[config.mk]
export PLATFORM = sky130hd
export DESIGN_NAME = dct_fold_stage
export DESIGN_NICKNAME = d
export VERILOG_FILES = /design/src/dct_pkg.sv /design/src/dct_fold_stage.sv
export SDC_FILE = /design/constraint.sdc
export NUM_CORES = 1
export LEC_CHECK = 0
export BUFFER_PORTS_ARGS = -buffer_cell sky130_fd_sc_hd__buf_4
export CORE_AREA = 2 2 145 147
export DETAILED_ROUTE_END_ITERATION = 10
export DIE_AREA = 0 0 147 149
export HOLD_SLACK_MARGIN = 0.05
export PLACE_DENSITY = 0.77
export SYNTH_ARGS = -nofsm -noshare
export SYNTH_HDL_FRONTEND = slang
export SYNTH_SLANG_ARGS = --single-unit
[constraint.sdc]
create_clock -name clk -period 0.8 [get_ports clk]
set_clock_uncertainty 0.2 [all_clocks]
set_input_delay 0.08 -clock clk [delete_from_list [all_inputs] [get_ports clk]]
set_output_delay 0.08 -clock clk [all_outputs]
set_load 0.005 [all_outputs]
[src/dct_pkg.sv]
// Assumes 8-bit unsigned pixels and 16-point rows; fold sums reuse fold_t bits as unsigned values
package dct_pkg;

    // Row geometry
    localparam int N_POINTS    = 16;
    localparam int HALF_POINTS = N_POINTS / 2;

    // Bit widths that carry a meaning along the pipe
    localparam int PIXEL_W = 8;
    // Mirrored pair sum or difference
    localparam int FOLD_W  = PIXEL_W + 1;
    // Table magnitudes stay below 64
    localparam int COEF_W  = 7;
    // Worst case is 255 * 16 * 45, well inside 18 magnitude bits
    localparam int ACC_W   = 19;
    localparam int OUT_W   = 11;

    typedef logic [PIXEL_W-1:0]            pixel_t;
    // Pixel 0 sits in the top byte
    typedef logic [N_POINTS*PIXEL_W-1:0]   row_in_t;
    typedef logic signed [FOLD_W-1:0]      fold_t;
    typedef logic [COEF_W-1:0]             coef_t;
    typedef logic signed [ACC_W-1:0]       acc_t;
    typedef logic signed [OUT_W-1:0]       coef_out_t;
    // Coefficient 0 sits in the top field
    typedef logic [N_POINTS*OUT_W-1:0]     row_out_t;

    // Cosine magnitudes C_0 .. C_16, scaled so that C_0 = 32
    // C_16 closes the quarter period and is zero
    localparam coef_t DCT_COEF [N_POINTS+1] = '{
        7'd32, 7'd45, 7'd44, 7'd43,
        7'd42, 7'd40, 7'd38, 7'd35,
        7'd32, 7'd29, 7'd25, 7'd21,
        7'd17, 7'd13, 7'd9,  7'd4,
        7'd0
    };

endpackage

[src/dct_fold_stage.sv]
// Registers mirrored pair sums and differences; sum lanes hold unsigned 0..510 in fold_t bits
`timescale 1ns/1ns

module dct_fold_stage import dct_pkg::*; (
    input  logic    clk,
    input  logic    rst_n,
    input  row_in_t x_n_in,
    output fold_t   fold_sum  [HALF_POINTS],
    output fold_t   fold_diff [HALF_POINTS]
);

    // Pixel lanes in natural order
    pixel_t px [N_POINTS];

    // Next-state values for the two lane arrays
    fold_t  sum_nxt  [HALF_POINTS];
    fold_t  diff_nxt [HALF_POINTS];

    // Pixel 0 is the most significant byte of the row
    always_comb begin
        for (int n = 0; n < N_POINTS; n++) begin
            px[n] = x_n_in[(N_POINTS-1-n)*PIXEL_W +: PIXEL_W];
        end
    end

    // Lane i pairs pixel i with its mirror 15-i
    always_comb begin
        for (int i = 0; i < HALF_POINTS; i++) begin
            // Nine bits hold the full sum as an unsigned pattern
            sum_nxt[i]  = fold_t'({1'b0, px[i]} + {1'b0, px[N_POINTS-1-i]});
            // Difference stays within -255..255, so it is exact as signed
            diff_nxt[i] = fold_t'({1'b0, px[i]} - {1'b0, px[N_POINTS-1-i]});
        end
    end

    // First pipeline register
    always_ff @(posedge clk or negedge rst_n) begin
        if (!rst_n) begin
            for (int i = 0; i < HALF_POINTS; i++) begin
                fold_sum[i]  <= '0;
                fold_diff[i] <= '0;
            end
        end else begin
            for (int i = 0; i < HALF_POINTS; i++) begin
                fold_sum[i]  <= sum_nxt[i];
                fold_diff[i] <= diff_nxt[i];
            end
        end
    end

endmodule

* Word-level counts from Yosys, hierarchy flattened *
Index checks and enable logic that the tools add are counted.
W data, S select, Z words.

cells by class
  add/subtract/negate cells = 16

operators with widths
  cell           count
  $add A8 B8 Y9  8
  $sub A8 B8 Y9  8

storage, ports and cells
  flip-flop bits (word level) = 144
  input port bits = 130
  output and inout port bits = 144
  word-level logic and storage cells = 32

* Depth between registers and ports, before layout *
  depth in word-level cells = 1
  depth in mapped cells = 7
  mapped depth without buffers = 7

* Least setup slack after synthesis *
Ideal clock, no wire load.

  kind = input to register
  from = in x_n_in[56]
  to = reg fold_sum[8] in the netlist's numbering
  library setup time = 126 ps
  data arrival time = 1324 ps
  slack = -850 ps
  stages = 6
  path buffers = 0
  cell sequence = ha_1 -> fa_1 -> nor2b_1 -> nor3_1 -> o21ai_1 -> a221o_1

RTL lines
  item                             RTL line              RTL
  from (decl)                      dct_fold_stage.sv:7   input row_in_t x_n_in,
  to (signal, indexed assignment)  dct_fold_stage.sv:45  fold_sum[i] <= sum_nxt[i];
  to (decl)                        dct_fold_stage.sv:8   output fold_t fold_sum [HALF_POINTS],

==> results.json <==
{
  "finalCritPeriodShare": 1.87,
  "grt_use_total": 0.305,
  "yosysSeqAreaShare": 0.356,
  "syn_inst": 991,
  "yosysTopAreaCell": "dfrtp_1",
  "port_buffers": 273,
  "synth_area_leaders": "dfrtp_1 (36%), ha_1 (17%), inv_1 (5.4%)",
  "peakVddDrop_mv": 1.31,
  "core_area_mm2": 0.0206,
  "start_kind": "input port",
  "place_hpwl_um": 22200,
  "path_cells": "buf_12 > inv_8 > ha_4 > fa_2 > and2b_2 > nor3_4 > o31ai_4 > a31oi_1",
  "area_growth_pct": 90.7,
  "cts-root-buf": "clkbuf_16",
  "fin_cells": 1844,
  "rsz0062_at_grt": "yes",
  "via_count": 10563,
  "critPathCaptureType": "flip-flop",
  "routed_via_density": 5.73,
  "finalHoldViolations": 214,
  "firstDrtPassIters": 5,
  "hp-class": "in2async",
  "post-route-drc-count": 0,
  "drt-total-wl_um": 41900,
  "grt_overflow": 0,
  "cts_buffer_depth": 2,
  "synth_warnings": 0,
  "p_total_mw": 30.7,
  "nNetsFinal": 1830,
  "grt_pass1_vias": 10343,
  "setup_tns_ns": -96.39,
  "cts_sinks": 136,
  "clkTransAtPathRegs_ns": 0.06,
  "dieArea_mm2": 0.0219,
  "max_freq_mhz": 668,
  "h-tree-depth": 4,
  "cpMaxStageDelayCell": "fa_2",
  "drv_slew": 0,
  "cts_buffers": 17,
  "powerDensity_mw_per_mm2": 1680,
  "die_w_um": 147,
  "worstMarginPinSlew_ns": 0.426,
  "dp.cells": 1743,
  "synth_nets": 1265,
  "grt_pass1_wl_um": 52900,
  "synthesis.area_mm2": 0.00957,
  "wl_per_cell_um": 22.7,
  "drive_above_1_share": 0.628,
  "required_ns": 0.88,
  "gp_congestion": 0.945,
  "cp.arrival_ns": 1.58,
  "cpPeakStageDelay_ns": 0.40,
  "die_h_um": 149,
  "num_rows": 53,
  "status": "finished with violations",
  "crit_family": "adder cells",
  "pin_count": 274,
  "p_leak_nw": 8.51,
  "hold_ws_ns": -0.686,
  "cap_violations": 0,
  "slew_headroom": 0.714,
  "avgSynthCellArea_um2": 9.65,
  "cp_max_fo": 2,
  "yosysTopAreaCellShare": 0.356,
  "violations": "hold timing, setup timing",
  "drt_iter0_drc": 553,
  "grt_antenna_before_repair": 0,
  "period_minus_slack_ns": 1.50,
  "grt_max_degree": 25,
  "finalWorstSetupSlack_ns": -0.696,
  "crit_type": "in2reg",
  "path_buf_inv": 2,
  "ant_nets": 0,
  "cts_tree": "built",
  "ys_seq_elements": 136,
  "diodes": 0,
  "start_util": 0.465,
  "final-setup-viol-count": 261,
  "synth_cell_types": 41
}
==> cells in the final DEF, fill, tap and decap left out, drive strengths merged <==
cell type and n:
o311ai 6, clkinvlp 5, ha 128, o22ai 7
or3 5, clkinv 6, or4 24, a21o 16
and3 2, nor2b 14, dfrtp 136, o21ai 40
buf 578, nor4 4, fa 16, mux2i 7
o211ai 3, and2b 8, a21oi 56, a31oi 8
nor2 80, nand2b 39, nor3 30, bufinv 2
nand4 8, nand2 27, inv 144, a211oi 24
a221o 8, o31ai 8, a221oi 20, o21a 9
nor3b 1, xnor2 56, clkbuf 18, nand3 26
==> power by group <==
group	total, mW	switching [mW]	internal (mW)
Clock	8.12	3.44	4.68
Combinational	13.8	6.07	7.72
Sequential	8.83	0.725	8.10
Total	30.7	10.2	20.5
==> worst max-delay path by stage <==
stage,from,to,slack (ns),cells past startpoint
floorplan,x_n_in[32],fold_sum[35]$_DFF_PN0_,-0.78,6
global placement,x_n_in[64],fold_sum[8]$_DFF_PN0_,-1.00,7
detailed placement,x_n_in[64],fold_sum[8]$_DFF_PN0_,-1.03,7
CTS,x_n_in[64],fold_diff[6]$_DFF_PN0_,-0.55,8
global route,x_n_in[112],fold_diff[62]$_DFF_PN0_,-0.69,8
finish,x_n_in[112],fold_diff[62]$_DFF_PN0_,-0.70,8
==> synthesized netlist by cell type <==
cell type / n
inv_1: 138
dfrtp_1: 136
ha_1: 128
nor2_1: 80
xnor2_1: 56
a21oi_1: 55
nand2b_1: 39
nor3_1: 30
nand2_1: 27
nand3_1: 26
or4_1: 24
a211oi_1: 22
o21ai_0: 20
fa_1: 16
a21o_1: 15
buf_6: 15
nor2b_1: 14
o21ai_1: 12
a221oi_2: 11
a221oi_1: 9
buf_4: 9
o21a_1: 9
a221o_1: 8
a31oi_1: 8
and2b_1: 8
buf_2: 8
nand4_1: 8
o21ai_2: 8
o31ai_2: 8
mux2i_1: 7
o22ai_1: 7
o311ai_1: 6
inv_2: 5
or3_1: 5
nor4_1: 4
o211ai_1: 3
a211oi_2: 2
and3_1: 2
a21o_2: 1
a21oi_2: 1
nor3b_1: 1
==> cells by family (layout without fill, tap and decap cells) <==
logic type	Yosys count	in the layout	share of synthesized area
and+or+nand+nor	268	268	0.144
adders and majority gates	144	144	0.201
buffers and inverters	175	753	0.0850
muxes	7	7	0.00733
xor gates and xnor gates	56	56	0.0513
DFF	136	136	0.356
AOI/OAI and AO/OA	205	205	0.155
==> routing by layer <==
layer  part of all wire  GRT usage  up-vias
li1                   -          -     4518
met1               0.34      0.352     5153
met2               0.52      0.555      645
met3              0.070     0.0584      247
met4              0.067      0.132        0
met5                  0          0        -
==> registers in the layout, indices dropped and copies added, names as in the netlist <==
| signal | cells |
|---|---|
| fold_diff | 72 |
| fold_sum | 64 |
==> metrics by stage <==
step | setup slack [ns] | util | hold slack, ns | area, um^2
floorplan | -0.775 | - | -0.416 | 10600
global placement | -1.00 | 0.703 | -0.229 | 14500
detailed placement | -1.03 | 0.703 | -0.227 | 14500
CTS | -0.549 | 0.832 | -0.677 | 17100
global route | -0.691 | 0.887 | -0.669 | 18200
finish | -0.696 | 0.887 | -0.686 | 18200
==> area by class of cell <==
type / count / area (um^2)
Multi-Input combinational cell: 680 / 7640
Timing Repair Buffer: 578 / 5560
Sequential cell: 136 / 3400
Fill cell: 817 / 2320
Inverter: 143 / 704
Clock buffer: 18 / 439
Tap cell: 275 / 344
Clock inverter: 14 / 148
==> repair_timing <==
action	4_1_cts	5_1_grt
hold endpoints to repair	263	250
buffers inserted	33	45
pin swaps	156	116
gates cloned	0	0
gates resized for setup	439	191
endpoints found under the setup margin	264	260
No activity file was read; power rests on OpenSTA's default activity.
