<file path="src/dct_pkg.sv">
// Assumes 8-bit unsigned pixels and 16-point rows; fold sums reuse fold_t bits as unsigned values
package dct_pkg;

    // Row geometry
    localparam int N_POINTS    = 16;
    localparam int HALF_POINTS = N_POINTS / 2;

    // Bit widths that carry a meaning along the pipe
    localparam int PIXEL_W = 8;
    // Mirrored pair sum or difference
    localparam int FOLD_W  = PIXEL_W + 1;
    // Table magnitudes stay below 64
    localparam int COEF_W  = 7;
    // Worst case is 255 * 16 * 45, well inside 18 magnitude bits
    localparam int ACC_W   = 19;
    localparam int OUT_W   = 11;

    typedef logic [PIXEL_W-1:0]            pixel_t;
    // Pixel 0 sits in the top byte
    typedef logic [N_POINTS*PIXEL_W-1:0]   row_in_t;
    typedef logic signed [FOLD_W-1:0]      fold_t;
    typedef logic [COEF_W-1:0]             coef_t;
    typedef logic signed [ACC_W-1:0]       acc_t;
    typedef logic signed [OUT_W-1:0]       coef_out_t;
    // Coefficient 0 sits in the top field
    typedef logic [N_POINTS*OUT_W-1:0]     row_out_t;

    // Cosine magnitudes C_0 .. C_16, scaled so that C_0 = 32
    // C_16 closes the quarter period and is zero
    localparam coef_t DCT_COEF [N_POINTS+1] = '{
        7'd32, 7'd45, 7'd44, 7'd43,
        7'd42, 7'd40, 7'd38, 7'd35,
        7'd32, 7'd29, 7'd25, 7'd21,
        7'd17, 7'd13, 7'd9,  7'd4,
        7'd0
    };

endpackage

</file>
<file path="src/dct_odd_stage.sv">
// Odd outputs 1,3,..,15 in that lane order; every entry is a constant folded at elaboration
`timescale 1ns/1ns

module dct_odd_stage import dct_pkg::*; (
    input  logic  clk,
    input  logic  rst_n,
    input  fold_t fold_diff [HALF_POINTS],
    output acc_t  odd_acc   [HALF_POINTS]
);

    // One full cosine period in table steps
    localparam int PERIOD = 4 * N_POINTS;
    localparam int HALF_P = 2 * N_POINTS;

    acc_t odd_nxt [HALF_POINTS];

    // Signed matrix entry for output k and pixel n
    // Each quarter of the period picks a mirrored table index and a sign
    function automatic acc_t odd_entry(input int k, input int n);
        int m;
        m = (k * (2 * n + 1)) % PERIOD;
        if (m <= N_POINTS) begin
            return acc_t'(DCT_COEF[m]);
        end else if (m <= HALF_P) begin
            return -acc_t'(DCT_COEF[HALF_P - m]);
        end else if (m < HALF_P + N_POINTS) begin
            return -acc_t'(DCT_COEF[m - HALF_P]);
        end else begin
            return acc_t'(DCT_COEF[PERIOD - m]);
        end
    endfunction

    // Pixel 15-i carries the opposite entry of pixel i for odd k,
    // so the fold difference covers both
    always_comb begin
        for (int j = 0; j < HALF_POINTS; j++) begin
            odd_nxt[j] = '0;
            for (int i = 0; i < HALF_POINTS; i++) begin
                // Sign extension of the difference lane
                odd_nxt[j] = odd_nxt[j]
                           + acc_t'(fold_diff[i]) * odd_entry(2 * j + 1, i);
            end
        end
    end

    // Second pipeline register, odd half
    always_ff @(posedge clk or negedge rst_n) begin
        if (!rst_n) begin
            for (int j = 0; j < HALF_POINTS; j++) begin
                odd_acc[j] <= '0;
            end
        end else begin
            for (int j = 0; j < HALF_POINTS; j++) begin
                odd_acc[j] <= odd_nxt[j];
            end
        end
    end

endmodule

</file>
<file path="config.mk">
export PLATFORM = sky130hd
export DESIGN_NAME = dct_odd_stage
export DESIGN_NICKNAME = d
export VERILOG_FILES = /design/src/dct_pkg.sv /design/src/dct_odd_stage.sv
export SDC_FILE = /design/constraint.sdc
export NUM_CORES = 2
export LEC_CHECK = 0
export ABC_AREA = 1
export BUFFER_PORTS_ARGS = -buffer_cell sky130_fd_sc_hd__buf_2
export CAP_MARGIN = 25
export CORE_MARGIN = 3
export CORE_UTILIZATION = 25
export CTS_CLUSTER_SIZE = 12
export DETAILED_ROUTE_END_ITERATION = 8
export PLACE_DENSITY = 0.36
export SYNTH_ARGS = -nofsm -noshare
export SYNTH_HDL_FRONTEND = slang
export SYNTH_SLANG_ARGS = --single-unit
</file>
<file path="constraint.sdc">
create_clock -name clk -period 0.8 [get_ports clk]
set_input_delay 0.12 -clock clk [delete_from_list [all_inputs] [get_ports clk]]
set_output_delay 0.12 -clock clk [all_outputs]
set_load 0.02 [all_outputs]
</file>
* Yosys cells after proc, flatten, opt, wreduce, memory -nomap -nowiden
Index checks and enable logic that the tools add are counted.
Storage, ports and cells: register bits 152, bits of input ports 74, output and inout port bits 152, logic and storage cells 121
Operators by class: add/sub/neg operators 57, multipliers 56
Operator list (count):
- multiplier 9 x 7 -> 16 bit (second input constant) | 24
- adder 19 x 16 -> 19 bit | 14
- multiplier 9 x 6 -> 15 bit (second input constant) | 16
- adder 19 x 15 -> 19 bit | 8
- multiplier 9 x 5 -> 14 bit (second input constant) | 8
- multiplier 9 x 4 -> 13 bit (second input constant) | 8
- adder 18 x 16 -> 19 bit | 5
- adder 17 x 16 -> 18 bit | 5
- adder 19 x 14 -> 19 bit | 4
- adder 19 x 11 -> 19 bit | 3
- adder 16 x 15 -> 17 bit | 3
- adder 15 x 16 -> 17 bit | 2
- adder 18 x 11 -> 19 bit | 1
- adder 18 x 14 -> 19 bit | 1
- adder 18 x 15 -> 19 bit | 1
- adder 19 bit | 1
- adder 17 x 11 -> 18 bit | 1
- adder 17 x 14 -> 18 bit | 1
- adder 17 x 15 -> 18 bit | 1
- adder 14 x 16 -> 17 bit | 1
- adder 16 x 11 -> 17 bit | 1
- adder 16 x 16 -> 17 bit | 1
- negator 9 -> 17 bit | 1
- adder 15 x 15 -> 16 bit | 1
- adder 11 x 14 -> 15 bit | 1

* Depth between registers and ports, before layout
word-level depth 8, mapped depth 37, depth with buffers taken out 37

* Worst setup path after synthesis
Ideal clock, no wire load.
kind input port to flip-flop, start point input port fold_diff[35] (netlist bit), end point register odd_acc[132] (netlist bit), setup time 0.117 ns, data arrival time 7.369 ns, required time 0.683 ns, slack -6.685 ns, stages 33, buffers on the path 2, cells stage by stage buf_2 > inv_4 > clkbuf_1 > ha_1 > xnor2_1 > xor2_1 > ha_1 > ha_1 > inv_1 > nor4_1 > nand2_1 > o311ai_0 > xor2_1 > fa_1 > inv_1 > fa_1 > inv_1 > fa_1 > inv_1 > ha_1 > fa_1 > inv_1 > fa_1 > fa_1 > inv_1 > ha_1 > nand2_1 > nor2_1 > inv_1 > o211ai_1 > inv_1 > nand2_1 > nand2_1
RTL lines:
- start, declared | line dct_odd_stage.sv:7 | input fold_t fold_diff [HALF_POINTS],
- end signal, assigned by index | line dct_odd_stage.sv:54 | odd_acc[j] <= odd_nxt[j];
- end, declared | line dct_odd_stage.sv:8 | output acc_t odd_acc [HALF_POINTS]

==> flow_metrics.tcl <==
set metrics [dict create \
    run_status "finished, violations left" \
    failed_checks "setup timing" \
    hpwl_um 408600 \
    post-route-period-util_pct 878.4 \
    worstSetupStartpointType "input pin" \
    cts_root_buf "clkbuf_16" \
    fmax_mhz 142.3 \
    dr.pass1.iters 5 \
    fin_nets 13170 \
    cts-buffers-inserted 21 \
    worst_path_most_repeated_cell "inv_2" \
    grt_pass1_vias 67900 \
    synth_area_leaders "fa_1 (48%), ha_1 (23%), inv_1 (13%), dfrtp_1 (4.8%), xor2_1 (2.6%)" \
    yosysTopAreaCell "fa_1" \
    netlist.area_leader.share_pct 48.44 \
    drive_gt1_share_pct 34.65 \
    ant_nets 0 \
    rsz0062_at_grt "yes" \
    core_um2 312200 \
    syn_inst 7769 \
    synth_top_cells_by_count "inv_1 (2785), fa_1 (1899), ha_1 (1428)" \
    end_kind "register" \
    crit_required_ps 1310 \
    numPortBuffers 225 \
    drcViolationCount 0 \
    critPathSlowestCell "fa_2" \
    synth-main-ff-cell "dfrtp_1" \
    ys_ff_latch 152 \
    finalMaxSlewViolations 0 \
    ys_types 51 \
    start_util_pct 25.14 \
    postLayoutCoreUtil_pct 35.57 \
    reg.largest.list "odd_acc: 152 flops" \
    crit_type "input pin to register" \
    die_h_um 566.3 \
    max_slew.worst_pin.slew_ps 700.3 \
    hold_ws_ps 167.7 \
    fin_tns_setup_ps -767250 \
    antenna_found_initial 21 \
    fin_ws_ps -6227 \
    area_growth_pct 41.51 \
    top_register "odd_acc" \
    wl_per_cell_um 32.32 \
    yosysSeqAreaShare_pct 4.847 \
    relSlewSlack_pct 53.31 \
    htree_num_levels 4 \
    min_path_type "input pin to asynchronous set/reset pin" \
    multi_input_area_um2 72970 \
    cts_tree "built" \
    setup_viol 304 \
    worstPathArrival_ps 7540 \
    synth_most_common_cell "inv_1" \
    clk_pin_slew_ps 90 \
    dp_slack_ps -7829 \
    grt_pass1_wl_um 607400 \
    drv_cap 0 \
    grt_start_max_net_pins 33 \
    dieArea_um2 320700 \
    cts.sinks 152 \
    dieWidth_um 566.3 \
    avgViaCountPerCell 4.264 \
    cts_buffer_depth 3 \
    track_usage_pct 28.31 \
    drtIter0Drc 3718 \
    timing.final.crit_period_ps 7027 \
    path_max_fanout 3 \
    synth-edff-count 0 \
    yosysWarnings 0 \
    largest_reg_flops 152 \
    syn_area_um2 78480 \
    syn_nets 11170 \
    num_io_pins 226 \
    seqCellArea_um2 3804 \
    gp_congestion 0.9692 \
    via_count 59360 \
    fill_cells 31650 \
    grt-ovfl-total 0 \
    worst_path_largest_cell_delay_ps 660 \
    num_rows 205 \
    syn_area_per_cell_um2 10.10 \
    hold_violations 0 \
    synthArstFlopShare_pct 100.0 \
    drt_wl_total_um 449900 \
]
path summary, 6_finish.rpt:
path,startpoint,end,cells after the start
min in group clk,fold_diff[63],odd_acc[38],3
min,rst_n,odd_acc[101],3
max in group asynchronous,rst_n,odd_acc[52],4
max,fold_diff[19],odd_acc[18],33
logic make-up after synthesis:
| kind of cell | share of synthesized area (%) |
|---|---|
| AND/OR/NAND/NOR | 4.294 |
| other | 0.004779 |
| AO/OA/AOI/OAI | 2.639 |
| XOR/XNOR | 3.560 |
| adder cells (fa/ha/maj) | 71.21 |
| flip-flops | 4.847 |
| buffers and inverters | 13.44 |
critical path: cells and delay by family:
kind,cells,cell delay [ps]
buffers and inverters,10,630
adder cells (fa/ha/maj),12,5120
AND/OR/NAND/NOR,5,400
AO/OA/AOI/OAI,5,960
XOR/XNOR,1,260
final cells by class:
cell class	instances	share of cell area, %
multi-input cells	4812	65.71
diodes	5	0.01127
clock inverters	9	0.1352
flip-flops and latches	152	3.425
well taps	4140	4.665
clock buffers	24	0.5014
repair buffers	1988	15.89
inverters	2791	9.656
placed cells by master, fill, tap and decap left out, drive strengths merged, types with 2 or more instances in the layout:
cell	netlist	layout
a21o	27	27
ha	1428	1428
or2	17	17
o21a	9	9
o21ai	73	73
nand2	518	518
nand4	17	17
clkbuf	2	27
xor2	233	233
o221ai	4	4
a31oi	14	14
dfrtp	152	152
xnor2	86	86
nor4	4	4
nand3	115	115
o22ai	2	2
o21bai	17	17
diode	0	5
o211ai	10	10
buf	12	1984
clkinvlp	0	42
a21oi	187	187
nor2	111	111
inv	2789	2749
bufinv	0	4
a211oi	3	3
clkinv	2	5
a31o	5	5
a21boi	2	2
nand3b	6	6
o311ai	3	3
nor3	16	16
fa	1899	1899
layer usage:
metal,vias to the layer above,part of all wire [%],GRT usage (%)
met5,-,0.0060,0
met4,4,5.1,11.40
met3,363,3.0,2.152
met2,1246,48,47.70
met1,31290,44,37.62
li1,26460,-,-
per-stage QoR:
step	instances	instance area, µm²
final	13920	111000
after floorplan	7769	82820
after global placement	13730	102600
after detailed placement	13730	102600
after global routing	13920	111000
after CTS	13870	109100
what timing repair did:
| item | 4_1_cts | 5_1_grt |
|---|---|---|
| hold buffers | 1 | 0 |
| endpoints found under the setup margin | 304 | 304 |
| endpoints found under the hold margin | 152 | 0 |
| pin swaps | 530 | 370 |
| buffers inserted | 138 | 59 |
| gates resized for setup | 1084 | 367 |
Power is left out: the tool's default activity adds up to more than one toggle a clock period on the data nets, which glitch-free logic cannot reach.
