===== src/dct_pkg.sv =====
// Assumes 8-bit unsigned pixels and 16-point rows; fold sums reuse fold_t bits as unsigned values
package dct_pkg;

    // Row geometry
    localparam int N_POINTS    = 16;
    localparam int HALF_POINTS = N_POINTS / 2;

    // Bit widths that carry a meaning along the pipe
    localparam int PIXEL_W = 8;
    // Mirrored pair sum or difference
    localparam int FOLD_W  = PIXEL_W + 1;
    // Table magnitudes stay below 64
    localparam int COEF_W  = 7;
    // Worst case is 255 * 16 * 45, well inside 18 magnitude bits
    localparam int ACC_W   = 19;
    localparam int OUT_W   = 11;

    typedef logic [PIXEL_W-1:0]            pixel_t;
    // Pixel 0 sits in the top byte
    typedef logic [N_POINTS*PIXEL_W-1:0]   row_in_t;
    typedef logic signed [FOLD_W-1:0]      fold_t;
    typedef logic [COEF_W-1:0]             coef_t;
    typedef logic signed [ACC_W-1:0]       acc_t;
    typedef logic signed [OUT_W-1:0]       coef_out_t;
    // Coefficient 0 sits in the top field
    typedef logic [N_POINTS*OUT_W-1:0]     row_out_t;

    // Cosine magnitudes C_0 .. C_16, scaled so that C_0 = 32
    // C_16 closes the quarter period and is zero
    localparam coef_t DCT_COEF [N_POINTS+1] = '{
        7'd32, 7'd45, 7'd44, 7'd43,
        7'd42, 7'd40, 7'd38, 7'd35,
        7'd32, 7'd29, 7'd25, 7'd21,
        7'd17, 7'd13, 7'd9,  7'd4,
        7'd0
    };

endpackage


===== src/dct_even_stage.sv =====
// Even outputs 0,2,..,14 in that lane order; fold_sum lanes are read as unsigned values
`timescale 1ns/1ns

module dct_even_stage import dct_pkg::*; (
    input  logic  clk,
    input  logic  rst_n,
    input  fold_t fold_sum [HALF_POINTS],
    output acc_t  even_acc [HALF_POINTS]
);

    localparam int QUARTER = HALF_POINTS / 2;

    // Fold sums widened to accumulator scale
    acc_t s  [HALF_POINTS];
    // Second butterfly on the fold sums
    acc_t ss [QUARTER];
    acc_t sd [QUARTER];
    // Third butterfly, only for outputs 0, 4, 8 and 12
    acc_t sss0;
    acc_t sss1;
    acc_t ssd0;
    acc_t ssd1;

    acc_t even_nxt [HALF_POINTS];

    // Table entry widened to the accumulator, always positive
    function automatic acc_t coef_of(input int idx);
        return acc_t'(DCT_COEF[idx]);
    endfunction

    always_comb begin
        // Zero extension keeps sums up to 510 positive
        for (int i = 0; i < HALF_POINTS; i++) begin
            s[i] = acc_t'($unsigned(fold_sum[i]));
        end

        // Pair lane i with lane 7-i
        for (int i = 0; i < QUARTER; i++) begin
            ss[i] = s[i] + s[HALF_POINTS-1-i];
            sd[i] = s[i] - s[HALF_POINTS-1-i];
        end

        sss0 = ss[0] + ss[3];
        sss1 = ss[1] + ss[2];
        ssd0 = ss[0] - ss[3];
        ssd1 = ss[1] - ss[2];

        // DC and the half-band term share C_0 = C_8
        even_nxt[0] = coef_of(0) * (sss0 + sss1);
        even_nxt[4] = coef_of(8) * (sss0 - sss1);

        // C_4 / C_12 rotation
        even_nxt[2] = coef_of(4) * ssd0 + coef_of(12) * ssd1;
        even_nxt[6] = coef_of(12) * ssd0 - coef_of(4) * ssd1;

        // Outputs 2, 6, 10, 14 from the second-level differences
        even_nxt[1] = coef_of(2) * sd[0] + coef_of(6) * sd[1]
                    + coef_of(10) * sd[2] + coef_of(14) * sd[3];
        even_nxt[3] = coef_of(6) * sd[0] - coef_of(14) * sd[1]
                    - coef_of(2) * sd[2] - coef_of(10) * sd[3];
        even_nxt[5] = coef_of(10) * sd[0] - coef_of(2) * sd[1]
                    + coef_of(14) * sd[2] + coef_of(6) * sd[3];
        even_nxt[7] = coef_of(14) * sd[0] - coef_of(10) * sd[1]
                    + coef_of(6) * sd[2] - coef_of(2) * sd[3];
    end

    // Second pipeline register, even half
    always_ff @(posedge clk or negedge rst_n) begin
        if (!rst_n) begin
            for (int j = 0; j < HALF_POINTS; j++) begin
                even_acc[j] <= '0;
            end
        end else begin
            for (int j = 0; j < HALF_POINTS; j++) begin
                even_acc[j] <= even_nxt[j];
            end
        end
    end

endmodule


===== config.mk =====
export PLATFORM = sky130hd
export DESIGN_NAME = dct_even_stage
export DESIGN_NICKNAME = d
export VERILOG_FILES = /design/src/dct_pkg.sv /design/src/dct_even_stage.sv
export SDC_FILE = /design/constraint.sdc
export NUM_CORES = 2
export LEC_CHECK = 0
export BUFFER_PORTS_ARGS = -buffer_cell sky130_fd_sc_hd__clkbuf_2
export CORE_MARGIN = 2
export CORE_UTILIZATION = 60
export CTS_CLUSTER_DIAMETER = 100
export DETAILED_ROUTE_END_ITERATION = 16
export PLACE_DENSITY = 0.84
export SLEW_MARGIN = 15
export SYNTH_ARGS = -nofsm -noshare
export SYNTH_HDL_FRONTEND = slang
export SYNTH_SLANG_ARGS = --single-unit

===== constraint.sdc =====
create_clock -name clk -period 1.8 [get_ports clk]
set_clock_uncertainty 0.1 [all_clocks]
set_input_delay 0 -clock clk [delete_from_list [all_inputs] [get_ports clk]]
set_output_delay 0 -clock clk [all_outputs]
set_load 0.005 [all_outputs]

==> results of run 1 <==
==> timing repair <==
action	in CTS
endpoints found under the hold margin	138
hold buffers	3
setup buffers	94
endpoints found under the setup margin	129
resized for setup	457
pin swaps	365
==> layer usage <==
metal / global-route usage / overflow
met1: 0.692 / 0
met2: 0.892 / 5
met3: 0.571 / 0
met4: 0.749 / 8
met5: 0.362 / 0
==> logic make-up after synthesis <==
family	count (synthesis)
AO/OA/AOI/OAI	610
XOR/XNOR	352
adder cells (fa/ha/maj)	1123
buffers and inverters	908
flip-flops	137
multiplexers	11
other	1
AND/OR/NAND/NOR	440
==> per-stage QoR <==
| stage | cells | setup WS (ns) | TNS, ns | hold slack, ns | util |
|---|---|---|---|---|---|
| floorplan | 3593 | -5.79 | -428.58 | -0.396 | - |
| global placement | 5404 | -6.11 | -514.68 | -0.136 | 0.827 |
| CTS | 5522 | -5.70 | -444.64 | 0.0436 | 0.895 |
| detailed placement | 5404 | -6.48 | -536.25 | -0.130 | 0.827 |
==> results.cfg, run 1 <==
[floorplan]
start_util = 0.603
ioPinCount = 226
die_h_um = 239
die_w_um = 239
rows = 86

[synth]
synth_top_area_frac = 0.287
synth.most_common_cell = inv_1
synth_cell_types = 80
yosysTopAreaCell = ha_1
synth_ff_type = dfrtp_1
seq_area_frac_synth = 0.104
synthMuxAreaShare = 0.00348
synth_area_um2 = 33100
yosys_register_bits = 137
synth_compound_area_frac = 0.122
synth_edf_count = 0
ys_top_cells_by_area = ha_1 (29%), fa_1 (22%), dfrtp_1 (10%)
syn_inst = 3582
ys_warn_count = 0
ys_top_cells_by_count = inv_1 (858), ha_1 (757), fa_1 (365)
async_flop_share = 1.00
synth_xor_area_frac = 0.0933
synth_top_family_by_area = adder cells
synthSimpleGateAreaFrac = 0.0636
synth_fa_ha_area_frac = 0.508
postSynthAreaPerCell_um2 = 9.23

[clock_tree]
cts_root_buffer = clkbuf_16
ctsHtreeMaxLevel = 4
cts_buffers = 17
cts_buffer_depth = 2
cts_sinks = 137

[global_route]
grt_max_degree = 54
grt_pass1_vias = 45000
grt_pass1_wl_mm = 297
grt.overflow.total = 13
grt_usage = 0.721

[placed_design]
place_congestion = 1.01
dp_hpwl_mm = 96.7
place.port_buffers = 213
postPlaceCellArea_um2 = 45300

[status]
outcome = did not finish
stop_stage = 5_1_grt
error = [ERROR GRT-0116] Global routing finished with congestion. Check the congestion regions in the DRC Viewer.
==> inputs of run 2 (changes only) <==
--- a/config.mk
+++ b/config.mk
@@ -7,10 +7,9 @@
 export LEC_CHECK = 0
 export BUFFER_PORTS_ARGS = -buffer_cell sky130_fd_sc_hd__clkbuf_2
 export CORE_MARGIN = 2
-export CORE_UTILIZATION = 60
-export CTS_CLUSTER_DIAMETER = 100
+export CORE_UTILIZATION = 40
 export DETAILED_ROUTE_END_ITERATION = 16
-export PLACE_DENSITY = 0.84
+export PLACE_DENSITY_LB_ADDON = 0.15
 export SLEW_MARGIN = 15
 export SYNTH_ARGS = -nofsm -noshare
 export SYNTH_HDL_FRONTEND = slang
==> results.cfg, run 2 <==
[synth]
synth_cell_types = 80
seq_area_frac_synth = 0.104
yosysTopAreaCell = ha_1
ys_top_cells_by_area = ha_1 (29%), fa_1 (22%), dfrtp_1 (10%)
async_flop_share = 1.00
postSynthAreaPerCell_um2 = 9.23
synth.most_common_cell = inv_1
synth_top_area_frac = 0.287
synth_edf_count = 0
synth_ff_type = dfrtp_1
syn_inst = 3582
ys_warn_count = 0
yosys_register_bits = 137
ys_top_cells_by_count = inv_1 (858), ha_1 (757), fa_1 (365)
synth_area_um2 = 33100

[cells_and_area]
syn2layout_area_growth_pct = 60.0
largest_reg_flops = 137
reg_top3 = even_acc (137)
fill_cells = 6593
top_register = even_acc
drive_gt1_frac = 0.483
nNetsFinal = 6130
final_common_cell = buf_4
layout_common_cells = buf_4 (973), inv_1 (691), ha_1 (467), fa_1 (327), ha_4 (269)

[floorplan]
coreArea_um2 = 82000
fp.dieArea_um2 = 84900
die_w_um = 291
die_h_um = 291
start_util = 0.403
ioPinCount = 226
rows = 105

[status]
outcome = complete, but fails checks
violations = negative setup slack

[critical_path]
slowest_stage = fa_1
critPathKind = primary input to flip-flop
endpoint_kind = flip-flop
crit_required_ns = 2.11
cpMostUsedCell = buf_6
cp_max_fo = 4
worstSetupStartpointType = primary input
cpPeakStageDelay_ns = 0.57
path_delay_family = adder cells
worst_ep_arrival_time_ns = 7.96
cp.buffers_inverters = 17

[placed_design]
place_congestion = 0.922
preCtsSetupSlack_ns = -6.37
place.port_buffers = 213
dp_hpwl_mm = 90.3

[drt]
ant_nets = 0
drt_iter0_markers = 993
via_per_inst = 4.82
drt_first_pass_iters = 5
routed_wl_mm = 109
wire_per_inst_um = 18.1
num_vias = 29000
remaining_drc_errors = 0

[run]
max_cap_violations = 0

[timing]
slew_violations = 0
finalSetupTns_ns = -455.28
max_freq_ghz = 0.131
setup_viol = 128
tightestPinTransition_ns = 0.887
period_share = 4.25
min_period_ns = 7.65
finalHoldViolations = 0
setup_slack_ns = -5.85
rsz0062_at_grt = true
relSlewSlack = 0.405

[global_route]
grt_usage = 0.257
grt_max_degree = 58
antenna_found_initial = 3
grt_pass1_wl_mm = 167
grt.overflow.total = 0
grt_pass1_vias = 30500

[clock_tree]
cts_buffer_depth = 2
cts_buffers = 17
cts_root_buffer = clkbuf_16
cts_sinks = 137
path_clk_slew_ns = 0.06
ctsHtreeMaxLevel = 4
cts_tree = yes

[worst_hold_path]
hold_class = primary input to flip-flop
[run 2: cell counts after synthesis]
No cell type changed its count.
[run 2: path summary, 6_finish.rpt]
check | from | to | slack, ns | depth (start not counted)
hold / removal | fold_sum[9] | even_acc[76] | 0.07 | 5
setup / recovery | fold_sum[63] | even_acc[86] | -5.85 | 40
max in group asynchronous | rst_n | even_acc[93] | 0.74 | 4
min in group asynchronous | rst_n | even_acc[37] | 0.50 | 4
[run 2: final cells by class]
cell class	instances	area, um^2	share of cell area
Antenna cell	1	2.50	0.0000473
Clock buffer	17	425	0.00805
Clock inverter	14	174	0.00329
Inverter	861	3360	0.0635
Multi-Input combinational cell	2548	33400	0.631
Sequential cell	137	3430	0.0648
Tap cell	1070	1340	0.0253
Timing Repair Buffer	1369	10800	0.204
[run 2: cells by family after synthesis]
| family | after synthesis | share of synthesized area |
|---|---|---|
| AND/OR/NAND/NOR | 440 | 0.0636 |
| buffers and inverters | 908 | 0.105 |
| multiplexers | 11 | 0.00348 |
| adder cells (fa/ha/maj) | 1123 | 0.508 |
| flip-flops | 137 | 0.104 |
| AO/OA/AOI/OAI | 610 | 0.122 |
| other | 1 | 0.000113 |
| XOR/XNOR | 352 | 0.0933 |
[run 2: through the flow]
stage,cells,hold slack (ns),cell area (um^2),util
floorplan,3593,-0.396,36500,-
global placement,5824,-0.214,46300,0.564
detailed placement,5824,-0.212,46300,0.564
CTS,5954,0.0626,50900,0.621
global route,6016,0.0609,52900,0.645
finish,6017,0.0723,52900,0.645
[run 2: what timing repair did]
item,in CTS,in global routing
gates resized for setup,586,307
setup buffers,121,73
setup endpoints to repair,129,128
hold buffers,4,0
pin swaps,494,325
hold endpoints to repair,138,0
[run 2: routing by layer]
layer	track usage	vias up	routed length, um
li1	-	14300	-
met1	0.319	14200	45700
met2	0.464	407	56200
met3	0.0279	125	3470
met4	0.0817	4	3720
met5	0	-	26
Power of run 2 is not shown: default switching activity piles up to over one toggle a cycle in this logic, so the estimate is an artifact.
