--- config.mk ---
export PLATFORM = sky130hd
export DESIGN_NAME = dct_output_round
export DESIGN_NICKNAME = d
export VERILOG_FILES = /design/src/dct_pkg.sv /design/src/dct_output_round.sv
export SDC_FILE = /design/constraint.sdc
export NUM_CORES = 1
export LEC_CHECK = 0
export BUFFER_PORTS_ARGS = -buffer_cell sky130_fd_sc_hd__buf_2
export CAP_MARGIN = 0
export CORE_AREA = 2 2 189 191
export CTS_BUF_LIST = sky130_fd_sc_hd__clkbuf_2
export DETAILED_ROUTE_END_ITERATION = 6
export DIE_AREA = 0 0 191 193
export PLACE_DENSITY_LB_ADDON = 0.2
export REMOVE_ABC_BUFFERS = 1
export SYNTH_ARGS = -nofsm -noshare
export SYNTH_HDL_FRONTEND = slang
export SYNTH_SLANG_ARGS = --single-unit
export TNS_END_PERCENT = 50
--- constraint.sdc ---
create_clock -name clk -period 0.8 [get_ports clk]
set_input_delay 0.12 -clock clk [delete_from_list [all_inputs] [get_ports clk]]
set_output_delay 0.12 -clock clk [all_outputs]
set_load 0.05 [all_outputs]
--- src/dct_pkg.sv ---
// Assumes 8-bit unsigned pixels and 16-point rows; fold sums reuse fold_t bits as unsigned values
package dct_pkg;

    // Row geometry
    localparam int N_POINTS    = 16;
    localparam int HALF_POINTS = N_POINTS / 2;

    // Bit widths that carry a meaning along the pipe
    localparam int PIXEL_W = 8;
    // Mirrored pair sum or difference
    localparam int FOLD_W  = PIXEL_W + 1;
    // Table magnitudes stay below 64
    localparam int COEF_W  = 7;
    // Worst case is 255 * 16 * 45, well inside 18 magnitude bits
    localparam int ACC_W   = 19;
    localparam int OUT_W   = 11;

    typedef logic [PIXEL_W-1:0]            pixel_t;
    // Pixel 0 sits in the top byte
    typedef logic [N_POINTS*PIXEL_W-1:0]   row_in_t;
    typedef logic signed [FOLD_W-1:0]      fold_t;
    typedef logic [COEF_W-1:0]             coef_t;
    typedef logic signed [ACC_W-1:0]       acc_t;
    typedef logic signed [OUT_W-1:0]       coef_out_t;
    // Coefficient 0 sits in the top field
    typedef logic [N_POINTS*OUT_W-1:0]     row_out_t;

    // Cosine magnitudes C_0 .. C_16, scaled so that C_0 = 32
    // C_16 closes the quarter period and is zero
    localparam coef_t DCT_COEF [N_POINTS+1] = '{
        7'd32, 7'd45, 7'd44, 7'd43,
        7'd42, 7'd40, 7'd38, 7'd35,
        7'd32, 7'd29, 7'd25, 7'd21,
        7'd17, 7'd13, 7'd9,  7'd4,
        7'd0
    };

endpackage

--- src/dct_output_round.sv ---
// Floor shift by OUT_SHIFT then wraps to 11 bits; large shifts only coarsen the scale
`timescale 1ns/1ns

module dct_output_round import dct_pkg::*; #(
    parameter int OUT_SHIFT = 7
) (
    input  logic     clk,
    input  logic     rst_n,
    input  acc_t     even_acc [HALF_POINTS],
    input  acc_t     odd_acc  [HALF_POINTS],
    output row_out_t x_k_out
);

    // Scaled accumulators, still at full width
    acc_t     even_shf [HALF_POINTS];
    acc_t     odd_shf  [HALF_POINTS];

    row_out_t row_nxt;

    always_comb begin
        row_nxt = '0;
        for (int j = 0; j < HALF_POINTS; j++) begin
            // Arithmetic shift gives floor for negative sums
            even_shf[j] = even_acc[j] >>> OUT_SHIFT;
            odd_shf[j]  = odd_acc[j] >>> OUT_SHIFT;

            // Interleave back into natural order, coefficient 0 on top
            row_nxt[(N_POINTS-1-2*j)*OUT_W +: OUT_W] = coef_out_t'(even_shf[j]);
            row_nxt[(N_POINTS-2-2*j)*OUT_W +: OUT_W] = coef_out_t'(odd_shf[j]);
        end
    end

    // Third pipeline register drives the output row
    always_ff @(posedge clk or negedge rst_n) begin
        if (!rst_n) begin
            x_k_out <= '0;
        end else begin
            x_k_out <= row_nxt;
        end
    end

endmodule

==> flow_metrics.py, run 1 <==
metrics = {
    "logic_synthesis": {
        "synth_ff_type": "dfrtp_1",
        "synth_cell_types": 1,
        "async_reset_ff_share_pct": 100.0,
        "synth_top_area_cell": "dfrtp_1",
        "synth.area.top_cells": "dfrtp_1",
        "synth_seq_cells": 176,
        "ys_seq_area_share_pct": 100.0,
        "synth_cells": 176,
        "synth_edf_count": 0,
        "syn_area_per_cell_um2": 25.02,
        "synth_top_area_share_pct": 100.0,
        "synth_commonest_cells": "dfrtp_1",
        "ys_warn_count": 0,
        "synthesis.area_um2": 4404,
        "yosysMostFrequentCell": "dfrtp_1",
    },
    "placed_design": {
        "gp_congestion": 0.6660,
        "hpwl_um": 12540,
        "placed_cell_area_um2": 6847,
        "place.port_buffers": 353,
    },
    "run_status": {
        "error_line": "[ERROR RSZ-0060] Max buffer count reached.",
        "lastStage": "clock tree synthesis (4_1_cts)",
        "status": "aborted with a tool error",
    },
    "die": {
        "initial_core_util_pct": 12.60,
        "io_pins": 482,
        "die_x_um": 191,
        "die_y_um": 193,
        "num_rows": 69,
    },
    "clock_tree": {
        "clockRootBuffer": "clkbuf_2",
        "cts.repair.resized": 352,
        "hold_buffers": 206,
        "clockBufferDepth": 2,
        "cts_num_sinks": 176,
        "htree_levels": 4,
        "numCtsBuffers": 17,
        "post_cts_buffers": 0,
    },
}
[metrics by stage]
stage | setup slack, ps | instances | hold slack, ps | utilization, %
detailed placement | 21.68 | 997 | 23.58 | 19.58
global placement | 6.756 | 997 | 22.92 | 19.58
floorplan | 94.05 | 176 | -175.6 | -
[kinds of logic after synthesis]
group	after synthesis	share of synthesized area, %
flip-flops	176	100.0
==> run 2: changes to the inputs <==
--- a/config.mk
+++ b/config.mk
@@ -7,11 +7,10 @@
 export LEC_CHECK = 0
 export BUFFER_PORTS_ARGS = -buffer_cell sky130_fd_sc_hd__buf_2
 export CAP_MARGIN = 0
-export CORE_AREA = 2 2 189 191
-export CTS_BUF_LIST = sky130_fd_sc_hd__clkbuf_2
+export CORE_AREA = 2 2 187 189
 export DETAILED_ROUTE_END_ITERATION = 6
-export DIE_AREA = 0 0 191 193
-export PLACE_DENSITY_LB_ADDON = 0.2
+export DIE_AREA = 0 0 189 191
+export PLACE_DENSITY_LB_ADDON = 0.15
 export REMOVE_ABC_BUFFERS = 1
 export SYNTH_ARGS = -nofsm -noshare
 export SYNTH_HDL_FRONTEND = slang
==> flow_metrics.py, run 2 <==
metrics = {
    "route": {
        "firstDrtPassIters": 3,
        "drt_wl_total_um": 14300,
        "wire_per_inst_um": 11.86,
        "drt-initial-drc-count": 51,
        "drc_errors": 0,
        "vias": 3672,
        "post_drt_via_cell_ratio": 3.045,
        "ant_nets": 0,
    },
    "sta": {
        "finalCritPeriodShare_pct": 141.6,
        "max_slew.worst_pin.slew_ps": 429.7,
        "worst_slack_ps": -332.8,
        "finalMaxSlewViolations": 0,
        "rsz0062_at_grt": "true",
        "setup_viol": 176,
        "maxSlewHeadroom_pct": 71.35,
        "period_needed_ps": 1133,
        "timing.fmax_ghz": 0.8827,
        "final_hold_viol_count": 0,
    },
    "global_route": {
        "grt_pass1_vias": 4101,
        "grt_use_total_pct": 8.098,
        "grt_max_degree": 77,
        "overflow": 0,
        "antenna_found_initial": 1,
        "grt_pass1_wl_um": 21710,
    },
    "power_and_ir_drop": {
        "p_per_area_nw_per_um2": 2150,
        "p_leak_nw": 4.927,
        "peakVddDrop_mv": 1.399,
        "power.total_mw": 22.29,
    },
    "logic_synthesis": {
        "syn_area_per_cell_um2": 25.02,
        "synth_cells": 176,
        "synth_top_area_share_pct": 100.0,
        "ys_warn_count": 0,
        "synth_seq_cells": 176,
        "synth_cell_types": 1,
        "synth_commonest_cells": "dfrtp_1",
        "synth.area.top_cells": "dfrtp_1",
        "async_reset_ff_share_pct": 100.0,
        "yosysMostFrequentCell": "dfrtp_1",
        "ys_seq_area_share_pct": 100.0,
        "synth_edf_count": 0,
        "synth_top_area_cell": "dfrtp_1",
        "synthesis.area_um2": 4404,
        "synth_ff_type": "dfrtp_1",
    },
    "die": {
        "core_area_um2": 34120,
        "die_area_um2": 36100,
        "initial_core_util_pct": 12.91,
        "num_rows": 68,
        "io_pins": 482,
        "die_y_um": 191,
        "die_x_um": 189,
    },
    "layout": {
        "largest_register_ffs": 176,
        "post-route-cell-area_um2": 10360,
        "final_core_util_pct": 30.38,
        "fin_nets": 1043,
        "multi_input_comb_cells": 0,
        "areaGrowthSynthToFinish_pct": 135.3,
        "fillerInstances": 3407,
        "layout-drive-gt1-share_pct": 52.80,
        "reg_top3": "x_k_out x176",
        "multi_input_area_um2": 0,
        "regArea_um2": 4404,
        "final_cell_mix": "dlygate4sd3_1, buf_2, buf_6, dfrtp_1, clkbuf_16",
        "regMostFlops": "x_k_out",
        "mostFrequentLayoutCell": "dlygate4sd3_1",
    },
    "worst_setup_path": {
        "worstPathRequired_ps": 680,
        "critPathMaxStageDelay_ps": 410,
        "crit_start": "x_k_out[149]",
        "path_buf_inv": 1,
        "cp_max_fo": 1,
        "arrival_ps": 1010,
        "path_cells": "buf_6",
        "setup.worst_path.start_class": "flop",
        "end_kind": "primary output",
        "critPathSlowestCell": "dfrtp_1",
        "critPathTopFamily": "flip-flops",
        "crit_type": "flop to primary output",
    },
    "placed_design": {
        "gp_congestion": 0.7621,
        "hpwl_um": 9592,
        "place.port_buffers": 353,
        "placed_cell_area_um2": 6877,
    },
    "clock_tree": {
        "clockRootBuffer": "clkbuf_16",
        "numCtsBuffers": 17,
        "htree_levels": 4,
        "cts_num_sinks": 176,
        "clk_pin_slew_ps": 70,
        "clockBufferDepth": 2,
        "post_cts_buffers": 0,
        "cts_tree": "yes",
    },
    "hold_path": {
        "hold_class": "input port to asynchronous set/reset pin",
    },
    "job": {
        "drv_cap": 0,
    },
    "run_status": {
        "status": "finished with violations",
        "violations": "negative setup slack",
    },
}
## run 2: final cells by class
cell class | instances | share of cell area, %
well taps | 455 | 5.493
flip-flops and latches | 176 | 42.49
repair buffers | 542 | 46.08
diodes | 1 | 0.02414
clock buffers | 20 | 4.406
clock inverters | 12 | 1.509
## run 2: power by group
| group | internal [mW] | leakage, nW | switching, mW |
|---|---|---|---|
| Combinational | 1.79 | 2.58 | 2.30 |
| Clock | 5.10 | 0.301 | 3.53 |
| Sequential | 9.35 | 2.05 | 0.220 |
## run 2: path summary, 6_finish.rpt
path,to,depth (start not counted)
max,x_k_out[149],1
min,x_k_out[156],2
max in group asynchronous,x_k_out[152],3
min in group clk,x_k_out[42],2
## run 2: repair_timing
item                                    CTS  global route
hold buffers                            177             0
endpoints found under the setup margin  176           176
pin swaps                                 0             0
hold endpoints to repair                352             0
cloned                                    0             0
gates resized for setup                 352             0
## run 2: stage by stage
step,hold WS (ps),instances,TNS [ps],setup WS (ps)
after detailed placement,-35.13,996,0,58.19
after CTS,66.90,1205,-58400,-395.4
after global routing,78.63,1206,-60120,-395.9
after floorplan,-175.6,176,0,94.05
final,114.3,1206,-49500,-332.8
after global placement,-36.95,996,0,51.27
## run 2: cell families (layout without fill, tap and decap cells)
| group | count (synthesis) | after routing | synth area share, % |
|---|---|---|---|
| other | 0 | 1 | 0 |
| buffers and inverters | 0 | 574 | 0 |
| flip-flops | 176 | 176 | 100.0 |
## run 2: layer usage
metal | track usage, % | share of wire [%]
met1 | 7.630 | 34
met2 | 13.93 | 52
met3 | 4.847 | 12
met4 | 3.966 | 1.8
met5 | 0 | 0
Power figures use the tool's default switching activity.
==> run 3: changes to the inputs <==
--- a/config.mk
+++ b/config.mk
@@ -10,8 +10,10 @@
 export CORE_AREA = 2 2 187 189
 export DETAILED_ROUTE_END_ITERATION = 6
 export DIE_AREA = 0 0 189 191
+export MAX_ROUTING_LAYER = met4
 export PLACE_DENSITY_LB_ADDON = 0.15
 export REMOVE_ABC_BUFFERS = 1
+export SETUP_SLACK_MARGIN = 0.4
 export SYNTH_ARGS = -nofsm -noshare
 export SYNTH_HDL_FRONTEND = slang
 export SYNTH_SLANG_ARGS = --single-unit
==> flow_metrics.py, run 3 (synthesis gave the netlist of run 2 again) <==
metrics = {
    "global_route": {
        "grt_pass1_vias": 3905,
        "grt_pass1_wl_um": 20750,
        "overflow": 0,
        "antenna_found_initial": 3,
        "grt_use_total_pct": 8.064,
        "grt_max_degree": 77,
    },
    "route": {
        "drt-initial-drc-count": 51,
        "vias": 3515,
        "ant_nets": 0,
        "drc_errors": 0,
        "firstDrtPassIters": 4,
        "wire_per_inst_um": 11.89,
        "post_drt_via_cell_ratio": 3.009,
        "drt_wl_total_um": 13880,
    },
    "die": {
        "io_pins": 482,
        "initial_core_util_pct": 12.91,
        "core_area_um2": 34120,
        "num_rows": 68,
        "die_y_um": 191,
        "die_area_um2": 36100,
        "die_x_um": 189,
    },
    "power_and_ir_drop": {
        "p_per_area_nw_per_um2": 2165,
        "p_leak_nw": 5.790,
        "power.total_mw": 22.21,
        "peakVddDrop_mv": 1.375,
    },
    "clock_tree": {
        "post_cts_buffers": 0,
        "clockRootBuffer": "clkbuf_16",
        "clk_pin_slew_ps": 70,
        "numCtsBuffers": 17,
        "hold_buffers": 137,
        "htree_levels": 4,
        "clockBufferDepth": 2,
        "cts_tree": "yes",
        "cts_num_sinks": 176,
    },
    "worst_setup_path": {
        "cp_max_fo": 1,
        "arrival_ps": 1010,
        "path_buf_inv": 1,
        "setup.worst_path.start_class": "flop",
        "worstSetupEndpoint": "x_k_out[149]",
        "worst-path-stages": 1,
        "worstPathRequired_ps": 680,
        "critPathTopFamily": "flip-flops",
        "crit_type": "flop to primary output",
        "path_cells": "buf_6",
        "critPathSlowestCell": "dfrtp_1",
        "end_kind": "primary output",
        "critPathMaxStageDelay_ps": 410,
        "crit_start": "x_k_out[149]",
    },
    "layout": {
        "multi_input_area_um2": 0,
        "final_core_util_pct": 30.07,
        "fin_nets": 1003,
        "post-route-cell-area_um2": 10260,
        "reg_top3": "x_k_out x176",
        "fillerInstances": 3402,
        "final_cell_mix": "buf_2, buf_6, dfrtp_1",
        "multi_input_comb_cells": 0,
        "instances_no_fill": 1168,
        "largest_register_ffs": 176,
        "areaGrowthSynthToFinish_pct": 133.0,
        "regMostFlops": "x_k_out",
        "layout-drive-gt1-share_pct": 55.77,
    },
    "placed_design": {
        "dp.cells": 996,
        "place.port_buffers": 353,
        "dp_slack_ps": 58.19,
        "placed_cell_area_um2": 6877,
        "hpwl_um": 9592,
        "gp_congestion": 0.7724,
    },
    "sta": {
        "finalCritPeriodShare_pct": 141.1,
        "rsz0062_at_grt": "true",
        "period_needed_ps": 1129,
        "holdWs_ps": -484.1,
        "final_hold_viol_count": 322,
        "maxSlewHeadroom_pct": 71.21,
        "worst_slack_ps": -329.1,
        "fin_tns_setup_ps": -49140,
        "timing.fmax_ghz": 0.8857,
        "finalMaxSlewViolations": 0,
        "setup_viol": 176,
        "max_slew.worst_pin.slew_ps": 431.9,
    },
    "run_status": {
        "violations": "negative hold slack, negative setup slack",
        "status": "finished with violations",
    },
    "job": {
        "drv_cap": 0,
    },
    "hold_path": {
        "hold_class": "input port to asynchronous set/reset pin",
    },
}
## run 3: cell count changes in the layout (fill, tap and decap cells not counted)
cell / delta
diode_2: +2
dlygate4sd3_1: -156
dlymetal6s4s_1: +116
## run 3: how the worst min path moves through the flow
stage / endpoint / slack (ps)
2_1_floorplan: x_k_out[0] / -180
4_1_cts: x_k_out[156] / -530
6_report: x_k_out[74] / -480
3_5_place_dp: x_k_out[46] / -40
3_3_place_gp: x_k_out[120] / -40
5_1_grt: x_k_out[74] / -530
## run 3: layout make-up
cell class	instances	area, um2	area share [%]
clock inverter	12	156.4	1.524
tap	455	569.3	5.549
timing repair buffer	502	4666	45.48
antenna	3	7.507	0.07317
clock buffer	20	456.7	4.451
sequential	176	4404	42.93
## run 3: where the power goes
group	internal, mW	switching, mW
Combinational	1.77	2.27
Sequential	9.35	0.218
Clock	5.10	3.51
## run 3: timing repair
item | CTS | global route
endpoints found under the hold margin | 352 | 331
endpoints found under the setup margin | 176 | 292
gates cloned | 0 | 0
gates resized for setup | 352 | 116
pin swaps | 0 | 0
## run 3: layer usage
| layer | share of wire (%) | vias to the layer above | track usage (%) |
|---|---|---|---|
| met1 | 35 | 1700 | 7.707 |
| met4 | 0.93 | 0 | 3.966 |
| li1 | - | 1592 | - |
| met3 | 11 | 8 | 4.424 |
| met2 | 53 | 215 | 13.21 |
| met5 | 0 | - | - |
==> run 4: changes to the inputs <==
--- a/config.mk
+++ b/config.mk
@@ -7,9 +7,9 @@
 export LEC_CHECK = 0
 export BUFFER_PORTS_ARGS = -buffer_cell sky130_fd_sc_hd__buf_2
 export CAP_MARGIN = 0
-export CORE_AREA = 2 2 187 189
+export CORE_AREA = 2 2 186 188
 export DETAILED_ROUTE_END_ITERATION = 6
-export DIE_AREA = 0 0 189 191
+export DIE_AREA = 0 0 188 190
 export MAX_ROUTING_LAYER = met4
 export PLACE_DENSITY_LB_ADDON = 0.15
 export REMOVE_ABC_BUFFERS = 1
==> flow_metrics.py, run 4 (synthesis gave the netlist of run 2 again) <==
metrics = {
    "route": {
        "vias": 3391,
        "drt-initial-drc-count": 72,
        "post_drt_via_cell_ratio": 3.012,
        "drc_errors": 0,
        "wire_per_inst_um": 13.41,
        "ant_nets": 0,
        "drt_wl_total_um": 15100,
        "firstDrtPassIters": 4,
    },
    "die": {
        "initial_core_util_pct": 12.97,
        "num_rows": 68,
        "io_pins": 482,
        "die_area_um2": 35720,
        "die_x_um": 188,
        "core_area_um2": 33950,
        "die_y_um": 190,
    },
    "hold_path": {
        "hold_class": "input port to asynchronous set/reset pin",
    },
    "worst_setup_path": {
        "critPathTopFamily": "flip-flops",
        "setup.worst_path.start_class": "flop",
        "crit_type": "flop to primary output",
        "arrival_ps": 1010,
        "worstPathRequired_ps": 680,
        "end_kind": "primary output",
        "path_cells": "buf_6",
        "critPathMaxStageDelay_ps": 400,
        "critPathSlowestCell": "dfrtp_1",
        "worst-path-stages": 1,
        "path_buf_inv": 1,
        "cp_max_fo": 1,
    },
    "clock_tree": {
        "clk_pin_slew_ps": 60,
        "clockBufferDepth": 2,
        "cts_tree": "yes",
        "htree_levels": 4,
        "post_cts_buffers": 0,
        "numCtsBuffers": 17,
        "cts_num_sinks": 176,
        "clockRootBuffer": "clkbuf_16",
    },
    "layout": {
        "multi_input_area_um2": 0,
        "final_cell_mix": "buf_2, buf_6, dfrtp_1",
        "areaGrowthSynthToFinish_pct": 122.0,
        "regMostFlops": "x_k_out",
        "reg_top3": "x_k_out x176",
        "final_core_util_pct": 28.80,
        "layout-drive-gt1-share_pct": 58.36,
        "multi_input_comb_cells": 0,
        "largest_register_ffs": 176,
        "fin_nets": 964,
    },
    "global_route": {
        "antenna_found_initial": 1,
        "grt_max_degree": 71,
        "grt_pass1_vias": 3924,
        "grt_use_total_pct": 8.765,
        "grt_pass1_wl_um": 21960,
        "overflow": 0,
    },
    "run_status": {
        "violations": "negative hold slack, negative setup slack",
        "status": "finished with violations",
    },
    "sta": {
        "maxSlewHeadroom_pct": 73.24,
        "finalCritPeriodShare_pct": 140.7,
        "fin_tns_setup_ps": -50440,
        "setup_viol": 176,
        "finalMaxSlewViolations": 0,
        "holdWs_ps": -372.7,
        "max_slew.worst_pin.slew_ps": 401.5,
        "final_hold_viol_count": 333,
        "rsz0062_at_grt": "true",
        "worst_slack_ps": -325.8,
        "period_needed_ps": 1126,
        "timing.fmax_ghz": 0.8883,
    },
    "job": {
        "drv_cap": 0,
    },
    "placed_design": {
        "gp_congestion": 0.7677,
        "dp_slack_ps": 62.62,
        "place.port_buffers": 353,
        "hpwl_um": 10910,
    },
    "power_and_ir_drop": {
        "power.total_mw": 21.89,
        "p_per_area_nw_per_um2": 2239,
        "p_leak_nw": 5.316,
        "peakVddDrop_mv": 1.403,
    },
}
==> run 4: changes by cell type in the layout (fill, tap and decap cells not counted), sizes merged <==
cell | previous run | this run
clkinv | 6 | 4
dlygate4sd3 | 21 | 19
clkbuf | 21 | 24
inv | 2 | 1
bufinv | 3 | 2
buf | 364 | 361
dlymetal6s4s | 116 | 82
diode | 3 | 1
==> run 4: power breakdown <==
| part | internal [mW] | total [mW] | switching (mW) |
|---|---|---|---|
| clock | 4.93 | 8.42 | 3.50 |
| sequential | 9.35 | 9.58 | 0.223 |
| combinational | 1.62 | 3.89 | 2.27 |
| total | 15.9 | 21.9 | 5.99 |
==> run 4: metrics by stage <==
stage / instances / instance area (um2)
3_5_place_dp: 993 / 6867
5_1_grt: 1126 / 9778
6_report: 1126 / 9778
2_1_floorplan: 176 / 4404
3_3_place_gp: 993 / 6867
4_1_cts: 1116 / 9480
==> run 4: layout make-up <==
cell class            count  area [um2]
clock buffer             23       488.0
antenna                   1       2.502
timing repair buffer    463        4210
tap                     455       569.3
clock inverter            8       103.9
sequential              176        4404
fill                   3428       24170
==> run 4: how the worst max path moves through the flow <==
stage,slack (ps),end,startpoint
finish,-330,x_k_out[17],x_k_out[17]
global route,-370,x_k_out[17],x_k_out[17]
global placement,70,x_k_out[16],x_k_out[16]
detailed placement,60,x_k_out[16],x_k_out[16]
CTS,-360,x_k_out[16],x_k_out[16]
floorplan,90,x_k_out[0],x_k_out[0]
==> run 4: metal layers <==
layer	vias up	global-route usage, %	part of all wire (%)
met5	-	-	0
met4	0	4.331	2.3
met3	17	5.184	11
met2	185	13.78	52
met1	1676	8.615	35
li1	1513	-	-
==> run 4: timing repair <==
item                                    in CTS  in global routing
endpoints found under the setup margin     176                258
gates resized for setup                    352                 82
cloned                                       0                  0
hold endpoints to repair                   352                342
hold buffers                                92                  9
